## src/verilog/ct_macros.svh

```systemverilog
`ifndef CT_MACROS_SVH
`define CT_MACROS_SVH

// Flit and head field widths
`define CT_FLIT_W 16
`define CT_DEST_W 2
`define CT_LEN_W 4
`define CT_TAG_W 10

// Link channels multiplexed over the tunnel
`define CT_NUM_CH 3

// Shared flit buffer
`define CT_FIFO_DEPTH 8

`endif

```

## src/verilog/ct_pkg.sv

```systemverilog
`include "ct_macros.svh"

package ct_pkg;

  // Channel index that also sets the width of the head dest field
  typedef logic [`CT_DEST_W-1:0] ct_ch_t;

  // Head flit layout with dest in the top bits
  typedef struct packed
  {
    ct_ch_t               dest;
    logic [`CT_LEN_W-1:0] len;
    logic [`CT_TAG_W-1:0] tag;
  } ct_head_s;

  // One flit word read as raw payload or as a head
  typedef union packed
  {
    logic [`CT_FLIT_W-1:0] raw;
    ct_head_s              head;
  } ct_flit_u;

endpackage

```

## src/verilog/ct_flit_link_if.sv

```systemverilog
`timescale 1ns/100ps

`include "ct_macros.svh"

interface ct_flit_link_if;
  import ct_pkg::*;

  logic     v;
  logic     ready_and;
  ct_flit_u flit;
  // Marks the final flit of a packet
  logic     last;

  modport sender
  (
    output v,
    output flit,
    output last,
    input  ready_and
  );

  modport receiver
  (
    input  v,
    input  flit,
    input  last,
    output ready_and
  );

endinterface

```

## src/verilog/ct_packet_arbiter.sv

```systemverilog
`timescale 1ns/100ps

`include "ct_macros.svh"

module ct_packet_arbiter
(
  input  logic                                 clk_i,
  input  logic                                 rst_n_i,
  input  logic [`CT_NUM_CH-1:0]                in_v_i,
  input  ct_pkg::ct_flit_u [`CT_NUM_CH-1:0]    in_flit_i,
  output logic [`CT_NUM_CH-1:0]                in_ready_o,
  ct_flit_link_if.sender                       link_o
);
  import ct_pkg::*;

  // Packet lock state
  logic                 locked_r;
  ct_ch_t               grant_r;
  logic [`CT_LEN_W-1:0] remain_r;

  // Output register
  logic     out_v_r;
  ct_flit_u out_flit_r;
  logic     out_last_r;

  logic     rr_found;
  ct_ch_t   rr_ch;
  ct_ch_t   sel_ch;
  logic     sel_v;
  ct_flit_u sel_flit;
  logic     can_load;
  logic     accept;
  logic     last_now;

  ////////////////////////////////////////////////////////////
  // Round-robin search starting after the last grant
  ////////////////////////////////////////////////////////////

  always_comb
  begin : rr_search
    int unsigned idx;
    rr_found = 1'b0;
    rr_ch    = '0;
    for (int i = 1; i <= `CT_NUM_CH; i++)
    begin
      idx = (int'(grant_r) + i) % `CT_NUM_CH;
      if (!rr_found && in_v_i[idx])
      begin
        rr_found = 1'b1;
        rr_ch    = ct_ch_t'(idx);
      end
    end
  end

  assign sel_ch   = locked_r ? grant_r : rr_ch;
  assign sel_v    = locked_r ? in_v_i[sel_ch] : rr_found;
  assign sel_flit = in_flit_i[sel_ch];

  // Register is free or drains this cycle
  assign can_load = !out_v_r || link_o.ready_and;
  assign accept   = sel_v && can_load;

  // Head with no body is its own last flit
  assign last_now = locked_r ? (remain_r == `CT_LEN_W'(1)) : (sel_flit.head.len == '0);

  always_comb
  begin
    in_ready_o = '0;
    if (locked_r || rr_found)
      in_ready_o[sel_ch] = can_load;
  end

  ////////////////////////////////////////////////////////////
  // Grant and body count
  ////////////////////////////////////////////////////////////

  always_ff @(posedge clk_i or negedge rst_n_i)
  begin
    if (!rst_n_i)
    begin
      locked_r <= 1'b0;
      grant_r  <= ct_ch_t'(`CT_NUM_CH - 1);
      remain_r <= '0;
    end
    else if (accept)
    begin
      if (!locked_r)
      begin
        grant_r <= rr_ch;
        if (sel_flit.head.len != '0)
        begin
          locked_r <= 1'b1;
          remain_r <= sel_flit.head.len;
        end
      end
      else
      begin
        remain_r <= remain_r - `CT_LEN_W'(1);
        if (last_now)
          locked_r <= 1'b0;
      end
    end
  end

  always_ff @(posedge clk_i or negedge rst_n_i)
  begin
    if (!rst_n_i)
      out_v_r <= 1'b0;
    else if (can_load)
      out_v_r <= accept;
  end

  always_ff @(posedge clk_i)
  begin
    if (accept)
    begin
      out_flit_r <= sel_flit;
      out_last_r <= last_now;
    end
  end

  assign link_o.v    = out_v_r;
  assign link_o.flit = out_flit_r;
  assign link_o.last = out_last_r;

  // Demux downstream can only route to existing channels
  a_head_dest: assert property (@(posedge clk_i) disable iff (!rst_n_i)
    (accept && !locked_r) |-> (int'(sel_flit.head.dest) < `CT_NUM_CH));

endmodule

```

## src/verilog/ct_flit_fifo.sv

```systemverilog
`timescale 1ns/100ps

`include "ct_macros.svh"

module ct_flit_fifo
(
  input  logic              clk_i,
  input  logic              rst_n_i,
  ct_flit_link_if.receiver  wr_link_i,
  ct_flit_link_if.sender    rd_link_o
);

  localparam int PTR_W = $clog2(`CT_FIFO_DEPTH);
  localparam int CNT_W = $clog2(`CT_FIFO_DEPTH + 1);

  // Each entry keeps last on top of the flit
  logic [`CT_FLIT_W:0] mem_r [`CT_FIFO_DEPTH];

  logic [PTR_W-1:0] wr_ptr_r;
  logic [PTR_W-1:0] rd_ptr_r;
  logic [CNT_W-1:0] count_r;
  logic             wr_en;
  logic             rd_en;

  assign wr_link_i.ready_and = (count_r != CNT_W'(`CT_FIFO_DEPTH));
  assign wr_en               = wr_link_i.v && wr_link_i.ready_and;

  assign rd_link_o.v    = (count_r != '0);
  assign rd_link_o.flit = mem_r[rd_ptr_r][`CT_FLIT_W-1:0];
  assign rd_link_o.last = mem_r[rd_ptr_r][`CT_FLIT_W];
  assign rd_en          = rd_link_o.v && rd_link_o.ready_and;

  always_ff @(posedge clk_i)
  begin
    if (wr_en)
      mem_r[wr_ptr_r] <= {wr_link_i.last, wr_link_i.flit};
  end

  ////////////////////////////////////////////////////////////
  // Pointers and occupancy
  ////////////////////////////////////////////////////////////

  always_ff @(posedge clk_i or negedge rst_n_i)
  begin
    if (!rst_n_i)
    begin
      wr_ptr_r <= '0;
      rd_ptr_r <= '0;
      count_r  <= '0;
    end
    else
    begin
      if (wr_en)
        wr_ptr_r <= (wr_ptr_r == PTR_W'(`CT_FIFO_DEPTH - 1)) ? '0 : wr_ptr_r + PTR_W'(1);
      if (rd_en)
        rd_ptr_r <= (rd_ptr_r == PTR_W'(`CT_FIFO_DEPTH - 1)) ? '0 : rd_ptr_r + PTR_W'(1);
      if (wr_en && !rd_en)
        count_r <= count_r + CNT_W'(1);
      else if (rd_en && !wr_en)
        count_r <= count_r - CNT_W'(1);
    end
  end

  a_count_max: assert property (@(posedge clk_i) disable iff (!rst_n_i)
    count_r <= CNT_W'(`CT_FIFO_DEPTH));

  // Pointers must show stored data on every read
  a_no_empty_read: assert property (@(posedge clk_i) disable iff (!rst_n_i)
    rd_en |-> ((rd_ptr_r != wr_ptr_r) || (count_r == CNT_W'(`CT_FIFO_DEPTH))));

endmodule

```

## src/verilog/ct_packet_demux.sv

```systemverilog
`timescale 1ns/100ps

`include "ct_macros.svh"

module ct_packet_demux
(
  input  logic                              clk_i,
  input  logic                              rst_n_i,
  ct_flit_link_if.receiver                  link_i,
  output logic [`CT_NUM_CH-1:0]             out_v_o,
  output ct_pkg::ct_flit_u [`CT_NUM_CH-1:0] out_flit_o,
  input  logic [`CT_NUM_CH-1:0]             out_ready_i
);
  import ct_pkg::*;

  logic                 busy_r;
  ct_ch_t               route_r;
  ct_ch_t               route;
  logic [`CT_NUM_CH-1:0] route_mask;
  logic                 xfer;

  ////////////////////////////////////////////////////////////
  // Route select
  ////////////////////////////////////////////////////////////

  // Idle means the link carries a head
  assign route = busy_r ? route_r : link_i.flit.head.dest;

  always_comb
  begin
    route_mask = '0;
    for (int i = 0; i < `CT_NUM_CH; i++)
    begin
      if (route == ct_ch_t'(i))
        route_mask[i] = 1'b1;
    end
  end

  always_comb
  begin
    for (int i = 0; i < `CT_NUM_CH; i++)
    begin
      out_v_o[i]    = link_i.v && route_mask[i];
      out_flit_o[i] = link_i.flit;
    end
  end

  // Back-pressure comes only from the selected output
  assign link_i.ready_and = |(route_mask & out_ready_i);
  assign xfer             = link_i.v && link_i.ready_and;

  always_ff @(posedge clk_i or negedge rst_n_i)
  begin
    if (!rst_n_i)
    begin
      busy_r  <= 1'b0;
      route_r <= '0;
    end
    else if (xfer)
    begin
      busy_r  <= !link_i.last;
      route_r <= route;
    end
  end

  // Only the channel picked by the head may see valid mid-packet
  a_no_stray_out: assert property (@(posedge clk_i) disable iff (!rst_n_i)
    (xfer && !link_i.last) |=> ((out_v_o & ~$past(route_mask)) == '0));

endmodule

```

## src/verilog/ct_tunnel_top.sv

```systemverilog
`timescale 1ns/100ps

`include "ct_macros.svh"

module ct_tunnel_top
(
  input  logic                              clk_i,
  input  logic                              rst_n_i,

  // Input link channels
  input  logic [`CT_NUM_CH-1:0]             in_v_i,
  input  ct_pkg::ct_flit_u [`CT_NUM_CH-1:0] in_flit_i,
  output logic [`CT_NUM_CH-1:0]             in_ready_o,

  // Output link channels
  output logic [`CT_NUM_CH-1:0]             out_v_o,
  output ct_pkg::ct_flit_u [`CT_NUM_CH-1:0] out_flit_o,
  input  logic [`CT_NUM_CH-1:0]             out_ready_i
);

  ////////////////////////////////////////////////////////////
  // Shared link from arbiter to FIFO to demux
  ////////////////////////////////////////////////////////////

  ct_flit_link_if arb_link ();
  ct_flit_link_if fifo_link ();

  ct_packet_arbiter u_arb
  (
    .clk_i      (clk_i),
    .rst_n_i    (rst_n_i),
    .in_v_i     (in_v_i),
    .in_flit_i  (in_flit_i),
    .in_ready_o (in_ready_o),
    .link_o     (arb_link.sender)
  );

  ct_flit_fifo u_fifo
  (
    .clk_i     (clk_i),
    .rst_n_i   (rst_n_i),
    .wr_link_i (arb_link.receiver),
    .rd_link_o (fifo_link.sender)
  );

  ct_packet_demux u_demux
  (
    .clk_i       (clk_i),
    .rst_n_i     (rst_n_i),
    .link_i      (fifo_link.receiver),
    .out_v_o     (out_v_o),
    .out_flit_o  (out_flit_o),
    .out_ready_i (out_ready_i)
  );

endmodule

```

## config.mk

```make
export PLATFORM = sky130hd
export DESIGN_NAME = ct_tunnel_top
export DESIGN_NICKNAME = d
export VERILOG_FILES = /design/src/verilog/ct_pkg.sv /design/src/verilog/ct_flit_link_if.sv /design/src/verilog/ct_packet_arbiter.sv /design/src/verilog/ct_flit_fifo.sv /design/src/verilog/ct_packet_demux.sv /design/src/verilog/ct_tunnel_top.sv
export VERILOG_INCLUDE_DIRS = /design/src /design/src/verilog
export SDC_FILE = /design/constraint.sdc
export NUM_CORES = 1
export LEC_CHECK = 0
export BUFFER_PORTS_ARGS = -buffer_cell sky130_fd_sc_hd__buf_2
export CORE_MARGIN = 10
export CORE_UTILIZATION = 35
export CTS_CLUSTER_DIAMETER = 80
export DETAILED_ROUTE_END_ITERATION = 8
export MAX_ROUTING_LAYER = met4
export PLACE_DENSITY_LB_ADDON = 0.1
export SETUP_SLACK_MARGIN = 0.2
export SYNTH_ARGS = -nofsm -noshare
export SYNTH_HDL_FRONTEND = slang
export SYNTH_SLANG_ARGS = --single-unit
```

## constraint.sdc

```tcl
create_clock -name clk_i -period 4.7 [get_ports clk_i]
set_input_delay 0.235 -clock clk_i [delete_from_list [all_inputs] [get_ports clk_i]]
set_output_delay 0.235 -clock clk_i [all_outputs]
set_load 0.05 [all_outputs]
```

==> flow_metrics.py <==
metrics = {
    "status": {
        "outcome": "finished, final reports clean",
    },
    "yosys": {
        "synth_most_common_cell": "edfxtp_1",
        "synth_flop_cell": "edfxtp_1",
        "avgSynthCellArea_um2": 16.2,
        "syn-cell-area_mm2": 0.00780,
        "ys_seq_elements": 174,
        "ys_async_sr_fraction": 0.121,
        "synth_seq_area_share": 0.657,
        "synth.area.top_cells": "edfxtp_1 59%, mux4_2 9.8%, dfrtp_1 6.4%",
        "synth_warnings": 0,
        "synthesis.nets": 549,
        "synth_commonest_cells": "153 x edfxtp_1, 34 x mux4_2, 32 x buf_4, 32 x nand2_1, 21 x o21ai_0",
        "synth_edf_count": 153,
        "synth_top_area_share": 0.589,
        "synthCells": 481,
        "synth_top_cell_by_area": "edfxtp_1",
        "synth_cell_types": 58,
    },
    "route": {
        "vias": 4415,
        "postRouteAntennaNets": 0,
        "avgRoutedWirePerCell_um": 20.8,
        "firstDrtPassIters": 4,
        "drc": 0,
        "drt-initial-drc-count": 318,
        "wl_um": 18000,
        "vias_per_cell": 5.10,
    },
    "finish": {
        "finalNonFillerCells": 865,
        "multi_input_area_mm2": 0.00233,
        "seqCellArea_mm2": 0.00512,
        "drive_above_1_share": 0.395,
        "area_growth_syn_to_layout_pct": 17.9,
        "insertedDiodeCount": 0,
        "fin_nets": 641,
        "n_fill_cell": 2032,
        "design_area_mm2": 0.00919,
    },
    "cts": {
        "clockBufferDepth": 2,
        "clockRootBuffer": "clkbuf_16",
        "cts_resized": 0,
        "cts_tree": "done",
        "cts_hold_buf": 1,
        "cts_buffers": 17,
        "cts.clk_slew.worst_paths_ps": 60,
        "post_cts_buffers": 0,
        "clock_sinks": 174,
        "worstSkewPairLatency_ps": 430,
        "h-tree-depth": 4,
    },
    "die": {
        "initial_core_util": 0.356,
        "dieWidth_um": 169,
        "die_area_mm2": 0.0286,
        "rows": 54,
        "die_h_um": 169,
        "core-area_mm2": 0.0219,
        "num_io_pins": 110,
    },
    "run": {
        "cap_violations": 0,
    },
    "global_route": {
        "antenna_found_initial": 0,
        "grt_pass1_vias": 4719,
        "grtUsageMet3": 0.0306,
        "grt_use_met1": 0.162,
        "track_usage": 0.129,
        "met2_usage": 0.206,
        "busiest_layer": "met2",
        "grt_start_max_net_pins": 24,
        "grt_pass1_wl_um": 27400,
        "gr-total-overflow": 0,
    },
    "placed_design": {
        "dpl_cell_area_mm2": 0.00852,
        "dp.cells": 833,
        "dpl.hpwl_um": 11700,
        "gp_congestion": 0.819,
        "port_buffers": 109,
    },
    "worst_setup_path": {
        "cp.required_ps": 5010,
        "cp-start-kind": "register",
        "reg2reg_setup_slack_ps": 920,
        "path_max_fanout": 8,
        "cp_slowest_cell": "dfrtp_1",
        "worstSetupPathType": "register to register",
        "cpPeakStageDelay_ps": 590,
        "path_cells": "mux4_2, mux2_2, mux2_4, mux2i_4, o21ai_4, inv_1, ha_1, inv_1, ha_1, a21o_1, a21oi_1, xnor2_1, nor2_1, xor2_1",
        "worstSetupEndpointType": "register",
        "crit_arrival_ps": 4090,
    },
    "timing": {
        "rsz0062_at_grt": "no",
        "timing.fmax_ghz": 0.265,
        "setup_viol_count_final": 0,
        "finalHoldViolCount": 0,
        "drv_slew": 0,
        "max-slew-margin-rel": 0.422,
        "finClkSkew_ps": 13.9,
        "worst_pin_slew_ps": 859,
        "post-route-period-util": 0.803,
        "tns_ps": 0,
        "min_period_ps": 3780,
        "whs_ps": 70.8,
    },
    "power": {
        "peakVddDrop_mv": 0.283,
        "finalPower_mw": 6.00,
        "power.density_mw_per_mm2": 652,
        "p_leak_nw": 3.49,
    },
    "min_path": {
        "worstHoldPathType": "input port to register",
    },
}
==> report_power, final <==
| part | total, mW | internal, mW | switching, mW |
|---|---|---|---|
| clock | 1.58 | 0.998 | 0.583 |
| sequential | 1.82 | 1.71 | 0.116 |
| combinational | 2.60 | 0.803 | 1.79 |
| total | 6.00 | 3.51 | 2.49 |
==> cells in the final DEF, fill, tap and decap left out, drive strengths merged, types with 6 or more instances in the layout <==
cell and n:
edfxtp 153, buf 124, mux4 34, nand2 33
o21ai 26, mux2 22, mux2i 21, dfrtp 20
inv 20, clkbuf 17, nor2 12, ha 11
nor3 11, a21oi 8, nand2b 7, bufinv 6
==> cell type report <==
cell class              count  share of cell area
flip-flops and latches    174               0.557
inverters                  16             0.00653
repair buffers            125              0.0727
multi-input cells         239               0.253
well taps                 280              0.0381
clock inverters            14              0.0259
clock buffers              17              0.0463
==> per-layer routing <==
metal,part of all wire,vias to the layer above
li1,-,2017
met1,0.44,2253
met2,0.50,125
met3,0.051,20
met4,0.011,0
met5,0,-
==> registers in the layout (all words and copies together), names as in the netlist <==
| signal | count |
|---|---|
| u_demux.route_r | 2 |
| u_arb.grant_r | 2 |
| u_fifo.rd_ptr_r | 3 |
| u_fifo.wr_ptr_r | 3 |
| u_arb.locked_r | 1 |
| u_arb.link_o.flit | 16 |
| u_arb.remain_r | 4 |
| u_fifo.count_r | 4 |
| u_demux.busy_r | 1 |
| u_arb.link_o.v | 1 |
| u_arb.link_o.last | 1 |
| u_fifo.mem_r | 136 |
==> worst max-delay path, delay by kind of cell, from the launching register on <==
kind            cells  cell delay, ps
fa+ha+maj           2             460
compound gates      3             660
mux                 4            1390
flops               1             590
buf+inv             2             210
xor+xnor            2             290
simple gates        1              70
==> cell families (layout without fill, tap and decap cells) <==
kind of cell	after synthesis	after routing	share of synthesized area
AOI/OAI and AO/OA	65	65	0.0567
xor gates and xnor gates	4	4	0.00449
adders and majority gates	12	12	0.0202
buffers and inverters	68	172	0.0501
DFF	174	174	0.657
muxes	77	77	0.161
and+or+nand+nor	81	81	0.0507
==> through the flow <==
step,worst slack [ps],util
floorplan,839,-
global placement,1020,0.389
detailed placement,904,0.389
CTS,881,0.420
global route,643,0.420
finish,924,0.420
==> path summary, 6_finish.rpt <==
| check | startpoint | endpoint | cells after the start |
|---|---|---|---|
| max in group asynchronous | rst_n_i | u_fifo.rd_ptr_r[0] | 2 |
| hold reg to reg | u_demux.route_r[1] | u_demux.route_r[1] | 2 |
| min in group asynchronous | rst_n_i | u_fifo.count_r[0] | 2 |
| setup / recovery | u_fifo.rd_ptr_r[1] | u_fifo.count_r[3] | 14 |
| setup reg to reg | u_fifo.rd_ptr_r[1] | u_fifo.count_r[3] | 14 |
| hold / removal | out_ready_i[2] | u_demux.route_r[1] | 3 |
Note: power is estimated with default switching activity, not from simulation.
